<file path="config.mk">
export PLATFORM = sky130hd
export DESIGN_NAME = arcade_front_end
export DESIGN_NICKNAME = d
export VERILOG_FILES = /design/src/arcade_pkg.sv /design/src/ps2_key_tracker.sv /design/src/player_merge.sv /design/src/video_option_decode.sv /design/src/lock_loss_reset.sv /design/src/arcade_front_end.sv
export SDC_FILE = /design/constraint.sdc
export NUM_CORES = 1
export LEC_CHECK = 0
export ABC_AREA = 1
export BUFFER_PORTS_ARGS = -buffer_cell sky130_fd_sc_hd__buf_2
export CAP_MARGIN = 25
export CORE_ASPECT_RATIO = 0.9
export CORE_MARGIN = 10
export CORE_UTILIZATION = 45
export DETAILED_ROUTE_END_ITERATION = 10
export PLACE_DENSITY = 0.89
export RECOVER_POWER = 25
export SYNTH_ARGS = -nofsm -noshare
export SYNTH_HDL_FRONTEND = slang
export SYNTH_SLANG_ARGS = --single-unit
export TNS_END_PERCENT = 50
</file>
<file path="constraint.sdc">
create_clock -name clk_sys -period 1.8 [get_ports clk_sys]
set_input_delay 0 -clock clk_sys [delete_from_list [all_inputs] [get_ports clk_sys]]
set_output_delay 0 -clock clk_sys [all_outputs]
set_load 0.05 [all_outputs]
</file>
<file path="src/arcade_pkg.sv">
package arcade_pkg;

  ////////////////////////////////////////
  // Word widths
  ////////////////////////////////////////

  localparam int PS2_W    = 11;
  localparam int JOY_W    = 32;
  localparam int CTRL_W   = 11;
  localparam int STATUS_W = 32;
  localparam int ARX_W    = 12;

  // PS/2 key word fields
  localparam int PS2_TOGGLE_BIT  = 10;
  localparam int PS2_PRESSED_BIT = 9;
  localparam int PS2_CODE_W      = 8;

  ////////////////////////////////////////
  // Scan codes
  ////////////////////////////////////////

  // Player 1
  localparam logic [PS2_CODE_W-1:0] KEY_UP    = 8'h75;
  localparam logic [PS2_CODE_W-1:0] KEY_DOWN  = 8'h72;
  localparam logic [PS2_CODE_W-1:0] KEY_LEFT  = 8'h6b;
  localparam logic [PS2_CODE_W-1:0] KEY_RIGHT = 8'h74;
  localparam logic [PS2_CODE_W-1:0] KEY_CTRL  = 8'h14;
  localparam logic [PS2_CODE_W-1:0] KEY_ALT   = 8'h11;
  localparam logic [PS2_CODE_W-1:0] KEY_SPACE = 8'h29;
  localparam logic [PS2_CODE_W-1:0] KEY_SHIFT = 8'h12;
  localparam logic [PS2_CODE_W-1:0] KEY_1     = 8'h16;
  localparam logic [PS2_CODE_W-1:0] KEY_5     = 8'h2e;
  localparam logic [PS2_CODE_W-1:0] KEY_P     = 8'h4d;

  // Player 2
  localparam logic [PS2_CODE_W-1:0] KEY_R     = 8'h2d;
  localparam logic [PS2_CODE_W-1:0] KEY_F     = 8'h2b;
  localparam logic [PS2_CODE_W-1:0] KEY_D     = 8'h23;
  localparam logic [PS2_CODE_W-1:0] KEY_G     = 8'h34;
  localparam logic [PS2_CODE_W-1:0] KEY_A     = 8'h1c;
  localparam logic [PS2_CODE_W-1:0] KEY_S     = 8'h1b;
  localparam logic [PS2_CODE_W-1:0] KEY_Q     = 8'h15;
  localparam logic [PS2_CODE_W-1:0] KEY_W     = 8'h1d;
  localparam logic [PS2_CODE_W-1:0] KEY_2     = 8'h1e;
  localparam logic [PS2_CODE_W-1:0] KEY_6     = 8'h36;

  // Held-key state vector, one bit per tracked key
  localparam int KEY_STATE_W = 21;
  localparam int KEY_IDX_W   = 5;

  // Bit index of each key in the state vector
  localparam int KI_UP    = 0;
  localparam int KI_DOWN  = 1;
  localparam int KI_LEFT  = 2;
  localparam int KI_RIGHT = 3;
  localparam int KI_CTRL  = 4;
  localparam int KI_ALT   = 5;
  localparam int KI_SPACE = 6;
  localparam int KI_SHIFT = 7;
  localparam int KI_1     = 8;
  localparam int KI_5     = 9;
  localparam int KI_P     = 10;
  localparam int KI_R     = 11;
  localparam int KI_F     = 12;
  localparam int KI_D     = 13;
  localparam int KI_G     = 14;
  localparam int KI_A     = 15;
  localparam int KI_S     = 16;
  localparam int KI_Q     = 17;
  localparam int KI_W     = 18;
  localparam int KI_2     = 19;
  localparam int KI_6     = 20;

  ////////////////////////////////////////
  // Control vector bits
  ////////////////////////////////////////

  // Same layout as the low joystick bits
  localparam int CTRL_RIGHT    = 0;
  localparam int CTRL_LEFT     = 1;
  localparam int CTRL_DOWN     = 2;
  localparam int CTRL_UP       = 3;
  localparam int CTRL_BUTTON_1 = 4;
  localparam int CTRL_BUTTON_2 = 5;
  localparam int CTRL_BUTTON_3 = 6;
  localparam int CTRL_BUTTON_4 = 7;
  localparam int CTRL_START    = 8;
  localparam int CTRL_COIN     = 9;
  localparam int CTRL_PAUSE    = 10;

  // PLL lock-loss reset stretch
  localparam int LOCK_RESET_CYCLES = 256;
  localparam int LOCK_CNT_W        = 8;

  ////////////////////////////////////////
  // Video options
  ////////////////////////////////////////

  localparam int ASPECT_W = 2;
  localparam int FX_W     = 3;
  localparam int SL_W     = 2;
  localparam logic [FX_W-1:0] FX_HQ2X = 3'd1;

  // Native 4:3 picture
  localparam int ASPECT_NATIVE_X = 4;
  localparam int ASPECT_NATIVE_Y = 3;

  // Option field positions in the status word
  localparam int STATUS_ASPECT_LSB = 1;
  localparam int STATUS_ORIENT_BIT = 3;
  localparam int STATUS_FX_LSB     = 5;

endpackage

</file>
<file path="src/ps2_key_tracker.sv">
module ps2_key_tracker (
  input  logic                               clk_sys,
  input  logic                               RESET,
  input  logic [arcade_pkg::PS2_W-1:0]       ps2_key,
  output logic [arcade_pkg::KEY_STATE_W-1:0] key_state
);

  import arcade_pkg::*;

  // Fields of the incoming key word
  logic [PS2_CODE_W-1:0] key_code;
  logic                  key_pressed;
  logic                  key_toggle;

  // Toggle value seen on the previous clock
  logic                  toggle_q;
  logic                  key_event;

  // Result of the scan code lookup
  logic [KEY_IDX_W-1:0]  key_idx;
  logic                  key_hit;

  assign key_code    = ps2_key[PS2_CODE_W-1:0];
  assign key_pressed = ps2_key[PS2_PRESSED_BIT];
  assign key_toggle  = ps2_key[PS2_TOGGLE_BIT];

  // One event per toggle flip
  assign key_event = key_toggle ^ toggle_q;

  ////////////////////////////////////////
  // Scan code to state index
  ////////////////////////////////////////

  always_comb begin
    key_hit = 1'b1;
    key_idx = '0;
    case (key_code)
      KEY_UP:    key_idx = KEY_IDX_W'(KI_UP);
      KEY_DOWN:  key_idx = KEY_IDX_W'(KI_DOWN);
      KEY_LEFT:  key_idx = KEY_IDX_W'(KI_LEFT);
      KEY_RIGHT: key_idx = KEY_IDX_W'(KI_RIGHT);
      KEY_CTRL:  key_idx = KEY_IDX_W'(KI_CTRL);
      KEY_ALT:   key_idx = KEY_IDX_W'(KI_ALT);
      KEY_SPACE: key_idx = KEY_IDX_W'(KI_SPACE);
      KEY_SHIFT: key_idx = KEY_IDX_W'(KI_SHIFT);
      KEY_1:     key_idx = KEY_IDX_W'(KI_1);
      KEY_5:     key_idx = KEY_IDX_W'(KI_5);
      KEY_P:     key_idx = KEY_IDX_W'(KI_P);
      KEY_R:     key_idx = KEY_IDX_W'(KI_R);
      KEY_F:     key_idx = KEY_IDX_W'(KI_F);
      KEY_D:     key_idx = KEY_IDX_W'(KI_D);
      KEY_G:     key_idx = KEY_IDX_W'(KI_G);
      KEY_A:     key_idx = KEY_IDX_W'(KI_A);
      KEY_S:     key_idx = KEY_IDX_W'(KI_S);
      KEY_Q:     key_idx = KEY_IDX_W'(KI_Q);
      KEY_W:     key_idx = KEY_IDX_W'(KI_W);
      KEY_2:     key_idx = KEY_IDX_W'(KI_2);
      KEY_6:     key_idx = KEY_IDX_W'(KI_6);
      // Untracked key
      default:   key_hit = 1'b0;
    endcase
  end

  // Held state follows the pressed bit of each event
  always_ff @(posedge clk_sys or posedge RESET) begin
    if (RESET) begin
      toggle_q  <= 1'b0;
      key_state <= '0;
    end else begin
      toggle_q <= key_toggle;
      if (key_event && key_hit) begin
        key_state[key_idx] <= key_pressed;
      end
    end
  end

endmodule

</file>
<file path="src/player_merge.sv">
module player_merge (
  input  logic                               clk_sys,
  input  logic                               RESET,
  input  logic [arcade_pkg::KEY_STATE_W-1:0] key_state,
  input  logic [arcade_pkg::JOY_W-1:0]       joystick_0,
  input  logic [arcade_pkg::JOY_W-1:0]       joystick_1,
  output logic [arcade_pkg::CTRL_W-1:0]      player_1_ctrl,
  output logic [arcade_pkg::CTRL_W-1:0]      player_2_ctrl
);

  import arcade_pkg::*;

  // Keys laid out as control vectors
  logic [CTRL_W-1:0] p1_keys;
  logic [CTRL_W-1:0] p2_keys;

  ////////////////////////////////////////
  // Key to control bit mapping
  ////////////////////////////////////////

  always_comb begin
    // Player 1 uses arrows and the left modifiers
    p1_keys                = '0;
    p1_keys[CTRL_RIGHT]    = key_state[KI_RIGHT];
    p1_keys[CTRL_LEFT]     = key_state[KI_LEFT];
    p1_keys[CTRL_DOWN]     = key_state[KI_DOWN];
    p1_keys[CTRL_UP]       = key_state[KI_UP];
    p1_keys[CTRL_BUTTON_1] = key_state[KI_CTRL];
    p1_keys[CTRL_BUTTON_2] = key_state[KI_ALT];
    p1_keys[CTRL_BUTTON_3] = key_state[KI_SPACE];
    p1_keys[CTRL_BUTTON_4] = key_state[KI_SHIFT];
    p1_keys[CTRL_START]    = key_state[KI_1];
    p1_keys[CTRL_COIN]     = key_state[KI_5];
    p1_keys[CTRL_PAUSE]    = key_state[KI_P];

    // Player 2 on the letter block, no pause key
    p2_keys                = '0;
    p2_keys[CTRL_RIGHT]    = key_state[KI_G];
    p2_keys[CTRL_LEFT]     = key_state[KI_D];
    p2_keys[CTRL_DOWN]     = key_state[KI_F];
    p2_keys[CTRL_UP]       = key_state[KI_R];
    p2_keys[CTRL_BUTTON_1] = key_state[KI_A];
    p2_keys[CTRL_BUTTON_2] = key_state[KI_S];
    p2_keys[CTRL_BUTTON_3] = key_state[KI_Q];
    p2_keys[CTRL_BUTTON_4] = key_state[KI_W];
    p2_keys[CTRL_START]    = key_state[KI_2];
    p2_keys[CTRL_COIN]     = key_state[KI_6];
  end

  // Keys OR joystick, one register stage
  always_ff @(posedge clk_sys or posedge RESET) begin
    if (RESET) begin
      player_1_ctrl <= '0;
      player_2_ctrl <= '0;
    end else begin
      player_1_ctrl <= p1_keys | joystick_0[CTRL_W-1:0];
      player_2_ctrl <= p2_keys | joystick_1[CTRL_W-1:0];
    end
  end

endmodule

</file>
<file path="src/video_option_decode.sv">
module video_option_decode (
  input  logic                            clk_sys,
  input  logic                            RESET,
  input  logic [arcade_pkg::ASPECT_W-1:0] aspect_ratio,
  input  logic                            orientation,
  input  logic [arcade_pkg::FX_W-1:0]     fx,
  input  logic                            forced_scandoubler,
  output logic [arcade_pkg::ARX_W-1:0]    video_arx,
  output logic [arcade_pkg::ARX_W-1:0]    video_ary,
  output logic [arcade_pkg::SL_W-1:0]     vga_sl,
  output logic                            scandoubler,
  output logic                            hq2x
);

  import arcade_pkg::*;

  // Next register values
  logic [ARX_W-1:0] arx_d;
  logic [ARX_W-1:0] ary_d;
  logic [FX_W-1:0]  fx_m1;
  logic [SL_W-1:0]  sl_d;
  logic             fx_on;

  ////////////////////////////////////////
  // Aspect ratio
  ////////////////////////////////////////

  always_comb begin
    if (aspect_ratio == '0) begin
      // Original picture, swapped when rotated
      arx_d = orientation ? ARX_W'(ASPECT_NATIVE_Y) : ARX_W'(ASPECT_NATIVE_X);
      ary_d = orientation ? ARX_W'(ASPECT_NATIVE_X) : ARX_W'(ASPECT_NATIVE_Y);
    end else begin
      // Fullscreen or custom ratio index
      arx_d = ARX_W'(aspect_ratio - ASPECT_W'(1));
      ary_d = '0;
    end
  end

  // Effect codes above HQ2x are scanline levels
  assign fx_on = (fx != '0);
  assign fx_m1 = fx - FX_W'(1);
  assign sl_d  = fx_on ? fx_m1[SL_W-1:0] : '0;

  // Reset value is the decode of an all-zero option word
  always_ff @(posedge clk_sys or posedge RESET) begin
    if (RESET) begin
      video_arx   <= ARX_W'(ASPECT_NATIVE_X);
      video_ary   <= ARX_W'(ASPECT_NATIVE_Y);
      vga_sl      <= '0;
      scandoubler <= 1'b0;
      hq2x        <= 1'b0;
    end else begin
      video_arx   <= arx_d;
      video_ary   <= ary_d;
      vga_sl      <= sl_d;
      scandoubler <= fx_on || forced_scandoubler;
      hq2x        <= (fx == FX_HQ2X);
    end
  end

endmodule

</file>
<file path="src/lock_loss_reset.sv">
module lock_loss_reset (
  input  logic clk_sys,
  input  logic RESET,
  input  logic pll_locked,
  output logic pll_reset
);

  import arcade_pkg::*;

  // Stretch counter start value
  localparam logic [LOCK_CNT_W-1:0] CNT_LOAD = LOCK_CNT_W'(LOCK_RESET_CYCLES - 1);

  logic                  locked_q;
  logic                  lock_fall;
  logic [LOCK_CNT_W-1:0] rst_cnt;

  // High to low on lock only, regain is ignored
  assign lock_fall = locked_q && !pll_locked;

  ////////////////////////////////////////
  // Reset stretch
  ////////////////////////////////////////

  always_ff @(posedge clk_sys or posedge RESET) begin
    if (RESET) begin
      locked_q  <= 1'b0;
      rst_cnt   <= '0;
      pll_reset <= 1'b0;
    end else begin
      locked_q <= pll_locked;
      if (lock_fall) begin
        // Restart the full stretch
        rst_cnt   <= CNT_LOAD;
        pll_reset <= 1'b1;
      end else if (rst_cnt != '0) begin
        rst_cnt <= rst_cnt - LOCK_CNT_W'(1);
      end else begin
        // Count exhausted
        pll_reset <= 1'b0;
      end
    end
  end

endmodule

</file>
<file path="src/arcade_front_end.sv">
module arcade_front_end (
  input  logic                            clk_sys,
  input  logic                            RESET,
  input  logic [arcade_pkg::PS2_W-1:0]    ps2_key,
  input  logic [arcade_pkg::JOY_W-1:0]    joystick_0,
  input  logic [arcade_pkg::JOY_W-1:0]    joystick_1,
  input  logic [arcade_pkg::STATUS_W-1:0] status,
  input  logic                            forced_scandoubler,
  input  logic                            pll_locked,
  output logic [arcade_pkg::CTRL_W-1:0]   player_1_ctrl,
  output logic [arcade_pkg::CTRL_W-1:0]   player_2_ctrl,
  output logic [arcade_pkg::ARX_W-1:0]    video_arx,
  output logic [arcade_pkg::ARX_W-1:0]    video_ary,
  output logic [arcade_pkg::SL_W-1:0]     vga_sl,
  output logic                            scandoubler,
  output logic                            hq2x,
  output logic                            pll_reset
);

  import arcade_pkg::*;

  logic [KEY_STATE_W-1:0] key_state;

  // Option fields of the status word
  logic [ASPECT_W-1:0]    aspect_ratio;
  logic                   orientation;
  logic [FX_W-1:0]        fx;

  assign aspect_ratio = status[STATUS_ASPECT_LSB +: ASPECT_W];
  assign orientation  = status[STATUS_ORIENT_BIT];
  assign fx           = status[STATUS_FX_LSB +: FX_W];

  ////////////////////////////////////////
  // Controls
  ////////////////////////////////////////

  ps2_key_tracker i_ps2_key_tracker (
    .clk_sys   (clk_sys),
    .RESET     (RESET),
    .ps2_key   (ps2_key),
    .key_state (key_state)
  );

  player_merge i_player_merge (
    .clk_sys       (clk_sys),
    .RESET         (RESET),
    .key_state     (key_state),
    .joystick_0    (joystick_0),
    .joystick_1    (joystick_1),
    .player_1_ctrl (player_1_ctrl),
    .player_2_ctrl (player_2_ctrl)
  );

  ////////////////////////////////////////
  // Video and clocking
  ////////////////////////////////////////

  video_option_decode i_video_option_decode (
    .clk_sys            (clk_sys),
    .RESET              (RESET),
    .aspect_ratio       (aspect_ratio),
    .orientation        (orientation),
    .fx                 (fx),
    .forced_scandoubler (forced_scandoubler),
    .video_arx          (video_arx),
    .video_ary          (video_ary),
    .vga_sl             (vga_sl),
    .scandoubler        (scandoubler),
    .hq2x               (hq2x)
  );

  // PLL reset on lock loss
  lock_loss_reset i_lock_loss_reset (
    .clk_sys    (clk_sys),
    .RESET      (RESET),
    .pll_locked (pll_locked),
    .pll_reset  (pll_reset)
  );

endmodule

</file>
==> flow_summary.yaml, run 1 <==
clock_network:
  cts_buffers: 9
  cts_sinks: 64
  clk_path_buf_depth: 2
  tritoncts: "done"
  insertion_delay_ns: 0.34
  clkTransAtPathRegs_ns: 0.07
  root_buffer: "clkbuf_8"
  h-tree-depth: 3
placed_design:
  gp_congestion: 0.8536
  preCtsSetupSlack_ns: 0.1886
  hpwl_um: 5609
  port_buffers: 83
route:
  vias_per_cell: 4.688
  dr.pass1.iters: 4
  drt_iter0_drc: 113
  wl_per_cell_um: 13.10
  wirelength_um: 7766
  via_count: 2780
  drc_errors: 0
  ant_nets: 0
floorplanning:
  rows: 29
  die_h_um: 99.99
  fp.dieW_um: 108.9
  die_area_sq_mm: 0.01089
  num_io_pins: 162
  core_area_sq_mm: 0.006967
  start_util: 0.4592
synth:
  ys.flop_type: "dfrtp_1"
  yosysMostFrequentCell: "nand2_1"
  ys_top_cells_by_count: "nand2_1, dfrtp_1, inv_1"
  yosysTopAreaCell: "dfrtp_1"
  synth_edf_count: 0
  yosysSeqAreaShare: 0.5014
  yosys_register_bits: 64
  synth_cell_types: 28
  synthCells: 382
  synth_top_area_frac: 0.4849
  syn_area_sq_mm: 0.003199
  yosys-top-cells-area: "dfrtp_1, nand2_1, inv_1"
  async_flop_share: 1.000
  yosys_warnings: 0
  synth.avg_cell_area_sq_um: 8.375
layout:
  fin_nets: 608
  area_delta_synth_final_pct: 30.70
  final_layout_size_suffix_gt1_frac: 0.2940
  antennaDiodeCount: 0
  fillers: 629
  multi_input_area_sq_mm: 0.001260
  ff_latch_area_sq_mm: 0.001604
worst_setup_path:
  cp_max_fo: 5
  critPathSlowestCell: "dfrtp_1"
  r2r_slack_ns: 0.16
  worst_setup_path_end_kind: "flip-flop"
  arrival_ns: 1.87
  cp_slowest_stage_delay_ns: 0.41
  path_class: "reg2reg"
  startpoint_type: "flip-flop"
  required_ns: 2.03
  crit_chain: "or2_2 > nor2_1 > nand4_1 > inv_1 > nor3_1 > a211oi_1 > inv_1"
  crit_buf_inv: 2
  path_common_cell: "inv_1"
  critPathTopFamily: "simple AND/OR/NAND/NOR gates"
global_routing:
  use_met3: 0.06406
  grt_pass1_vias: 2869
  grt_pass1_wl_um: 12900
  busiest_layer: "met2"
  met2_usage: 0.2448
  grt_max_degree: 43
  grt_overflow: 0
  antenna_found_initial: 0
  use_met1: 0.1642
  grt_use_total: 0.1461
timing:
  max_freq_mhz: 608.9
  slew_headroom: 0.2634
  hold-worst-slack_ns: 0.1168
  post-route-min-period_ns: 1.642
  timing.final.setup_violations: 0
  fin_crit_sh: 0.9124
  grt_setup_unrepaired: "yes"
  finalHoldViolCount: 0
  finClkSkew_ns: 0.005573
  slew_viol_final: 0
  max_slew.worst_pin.slew_ns: 1.104
  fin_ws_ns: 0.1577
  fin_setup_tns_ns: 0
pwr:
  peakVddDrop_mv: 0.5107
  p_leak_nw: 2.319
  p_per_area_mw_per_mm2: 841.5
status:
  outcome: "finished clean"
flow_run:
  drv_cap: 0
hold_path:
  min_path_type: "in2reg"
## worst min-delay path: stages
cell	delay (ns)
buf_2	0.24
nand4_1	0.14
nand2_1	0.05
## metrics by stage
step | instances | power, mW | area (sq um) | utilization
final | 593 | 3.519 | 4182 | 0.6002
after CTS | 594 | 3.556 | 4193 | 0.6018
after global routing | 593 | 3.691 | 4182 | 0.6002
after global placement | 541 | 2.207 | 3617 | 0.5192
after detailed placement | 541 | 2.226 | 3617 | 0.5192
after floorplan | 391 | 2.085 | 3233 | -
## power breakdown
part / switching (mW) / internal (mW)
registers: 0.0466 / 1.52
clock network: 0.581 / 0.681
logic: 0.477 / 0.209
## state kept, by name, summed over array words and instances, names as in the netlist
signal / count
i_lock_loss_reset.pll_reset: 1
i_video_option_decode.video_ary: 2
i_player_merge.player_1_ctrl: 11
i_video_option_decode.vga_sl: 2
i_ps2_key_tracker.key_state: 21
i_video_option_decode.video_arx: 4
i_lock_loss_reset.locked_q: 1
i_player_merge.player_2_ctrl: 11
i_video_option_decode.scandoubler: 1
i_video_option_decode.hq2x: 1
i_ps2_key_tracker.toggle_q: 1
i_lock_loss_reset.rst_cnt: 8
## per-layer routing
| metal | part of all wire | up-vias |
|---|---|---|
| met5 | 0 | - |
| li1 | - | 1402 |
| met4 | 0.013 | 0 |
| met1 | 0.44 | 1288 |
| met3 | 0.068 | 9 |
| met2 | 0.48 | 81 |
## final timing paths
check / start / end / depth (start not counted)
worst max register to register: i_lock_loss_reset.rst_cnt[2] / i_lock_loss_reset.rst_cnt[3] / 7
worst min-delay path: ps2_key[9] / i_ps2_key_tracker.key_state[3] / 3
worst max-delay path: i_lock_loss_reset.rst_cnt[2] / i_lock_loss_reset.rst_cnt[3] / 7
min in group asynchronous: RESET / i_lock_loss_reset.rst_cnt[6] / 3
worst min register to register: i_ps2_key_tracker.key_state[20] / i_ps2_key_tracker.key_state[20] / 2
max in group asynchronous: RESET / i_video_option_decode.vga_sl[1] / 4
## timing repair
action / in CTS / in global routing
endpoints found under the hold margin: 59 / 0
setup buffers: 0 / 0
endpoints found under the setup margin: 0 / 2
hold buffers: 37 / 0
gates resized for setup: 0 / 1
## area by class of cell
type,instances,share of cell area
tap,93,0.02783
clock inverter,6,0.01616
multi-input combinational,250,0.3013
clock buffer,10,0.03291
sequential,64,0.3836
inverter,49,0.04399
timing repair buffer,121,0.1942
## cell families after synthesis
kind of cell | count (synthesis) | synth area share
and+or+nand+nor | 220 | 0.3352
buffers and inverters | 77 | 0.1220
xor gates and xnor gates | 1 | 0.002738
adders and majority gates | 2 | 0.007820
AOI/OAI and AO/OA | 17 | 0.02973
other | 1 | 0.001172
DFF | 64 | 0.5014
## cells in the final DEF, fill, tap and decap left out, types with 5 or more instances in the layout
master | Yosys | layout
inv_2 | 5 | 5
dfrtp_1 | 62 | 62
clkbuf_8 | 0 | 10
buf_2 | 0 | 80
conb_1 | 1 | 10
nand4_1 | 24 | 24
nand3_2 | 10 | 10
o21ai_0 | 7 | 7
a21oi_1 | 6 | 6
dlygate4sd3_1 | 0 | 36
inv_1 | 44 | 44
or2_2 | 22 | 22
nand3_1 | 17 | 17
nand2_1 | 96 | 96
nor2_1 | 39 | 38
No activity file was read; power rests on OpenSTA's default activity.
==> inputs of run 2 (changes only) <==
- CELL_PAD_IN_SITES_DETAIL_PLACEMENT: unset -> 0
- CELL_PAD_IN_SITES_GLOBAL_PLACEMENT: unset -> 1
- CORE_UTILIZATION: 45 -> 32
- PLACE_DENSITY: 0.89 -> 0.9
==> run 2 against run 1 <==
  * Clock skew up 0.0038 ns
  * Core utilization down 16 points
  * Critical path type unchanged
  * First-iteration DRC count up 32%
  * Die area up 32%
  * Largest cell class unchanged
==> flow_summary.yaml, run 2 (synthesized netlist as in run 1, its figures left out) <==
status:
  outcome: "finished clean"
route:
  wirelength_um: 7511
  via_count: 2734
  vias_per_cell: 4.367
  drt_iter0_drc: 149
  ant_nets: 0
  wl_per_cell_um: 12.00
  drc_errors: 0
  dr.pass1.iters: 5
layout:
  final_cell_mix: "nand2_1, buf_2, dfrtp_1"
  top_register: "i_ps2_key_tracker.key_state"
  largest_register_ff_count: 21
  final_common_cell: "nand2_1"
  antennaDiodeCount: 0
  largestRegisters: "i_ps2_key_tracker.key_state: 21 flops, i_player_merge.player_1_ctrl: 11 flops, i_player_merge.player_2_ctrl: 11 flops"
  utilization: 0.4382
  final_layout_size_suffix_gt1_frac: 0.2900
  fin_nets: 608
  area_delta_synth_final_pct: 32.85
timing:
  grt_setup_unrepaired: "yes"
  finClkSkew_ns: 0.009343
  fin_setup_tns_ns: 0
  fin_crit_sh: 0.9046
  max_slew.worst_pin.slew_ns: 0.8498
  slew_headroom: 0.4329
  max_freq_mhz: 614.1
  slew_viol_final: 0
  hold-worst-slack_ns: 0.1335
  post-route-min-period_ns: 1.628
  finalHoldViolCount: 0
  timing.final.setup_violations: 0
floorplanning:
  die_h_um: 114.9
  start_util: 0.3299
  die_area_sq_mm: 0.01440
  core_area_sq_mm: 0.009699
  rows: 34
  num_io_pins: 162
  fp.dieW_um: 125.4
clock_network:
  cts_buffers: 9
  clkTransAtPathRegs_ns: 0.07
  post_cts_buffers: 0
  clk_path_buf_depth: 2
  insertion_delay_ns: 0.33
  root_buffer: "clkbuf_8"
  tritoncts: "done"
  cts_resized: 0
  h-tree-depth: 3
  cts_sinks: 64
pwr:
  p_leak_nw: 2.337
  p_per_area_mw_per_mm2: 869.6
  peakVddDrop_mv: 0.4748
worst_setup_path:
  path_common_cell: "inv_1"
  cp_max_fo: 5
  startpoint_type: "flip-flop"
  arrival_ns: 1.85
  crit_chain: "or2_2 > nor2_1 > nand4_1 > inv_1 > nor3_1 > a211oi_1 > inv_1"
  critPathSlowestCell: "dfrtp_1"
  required_ns: 2.02
  path_class: "reg2reg"
  worst_setup_path_end_kind: "flip-flop"
  cp_slowest_stage_delay_ns: 0.41
hold_path:
  min_path_type: "in2reg"
global_routing:
  grt_max_degree: 45
  grt_overflow: 0
  grt_use_total: 0.1069
  grt_pass1_vias: 2789
  antenna_found_initial: 0
  grt_pass1_wl_um: 12940
placed_design:
  gp_congestion: 0.8316
  port_buffers: 83
  hpwl_um: 5764
flow_run:
  drv_cap: 0
## run 2: path summary, 6_finish.rpt
kind	startpoint	slack, ns	end	depth (start not counted)
max	i_lock_loss_reset.rst_cnt[2]	0.17	i_lock_loss_reset.rst_cnt[3]	7
min	ps2_key[9]	0.13	i_ps2_key_tracker.key_state[14]	3
max reg2reg	i_lock_loss_reset.rst_cnt[2]	0.17	i_lock_loss_reset.rst_cnt[3]	7
min reg2reg	i_ps2_key_tracker.key_state[6]	0.46	i_ps2_key_tracker.key_state[6]	2
max in group asynchronous	RESET	0.63	i_video_option_decode.video_arx[2]	4
min in group asynchronous	RESET	0.39	i_ps2_key_tracker.key_state[8]	3
## run 2: worst max-delay path, delay by kind of cell (launching register included)
family / cells / cell delay, ns
buffers and inverters: 2 / 0.21
flip-flops: 1 / 0.41
AND/OR/NAND/NOR: 4 / 0.75
AO/OA/AOI/OAI: 1 / 0.17
## run 2: cell type report
type | instances | area [sq um]
Fill cell | 985 | 5449
Sequential cell | 64 | 1604
Multi-Input combinational cell | 250 | 1257
Timing Repair Buffer | 121 | 812.0
Inverter | 49 | 183.9
Tap cell | 126 | 157.7
Clock buffer | 10 | 127.6
Clock inverter | 6 | 107.6
## run 2: routing by layer
layer,GRT usage,vias up,share of wire
li1,-,1397,-
met1,0.1295,1260,0.47
met2,0.1708,73,0.45
met3,0.04602,4,0.075
met4,0.02991,0,0.0060
met5,0,-,0
## run 2: power breakdown
group / total (mW) / switching (mW) / internal (mW)
combinational: 0.679 / 0.471 / 0.209
clock: 1.44 / 0.529 / 0.915
sequential: 1.57 / 0.0475 / 1.53
total: 3.70 / 1.05 / 2.65
## run 2: per-stage QoR
stage / power [mW] / instances / cell area, sq um / worst slack [ns]
floorplan: 2.085 / 391 / 3233 / 0.2052
global placement: 2.212 / 574 / 3659 / 0.1678
detailed placement: 2.229 / 574 / 3659 / 0.1816
CTS: 3.765 / 627 / 4264 / 0.1113
global route: 3.902 / 626 / 4250 / -0.02518
finish: 3.696 / 626 / 4250 / 0.1717
## run 2: what timing repair did
item | CTS | global route
hold buffers | 37 | 0
endpoints found under the setup margin | 0 | 2
endpoints found under the hold margin | 53 | 0
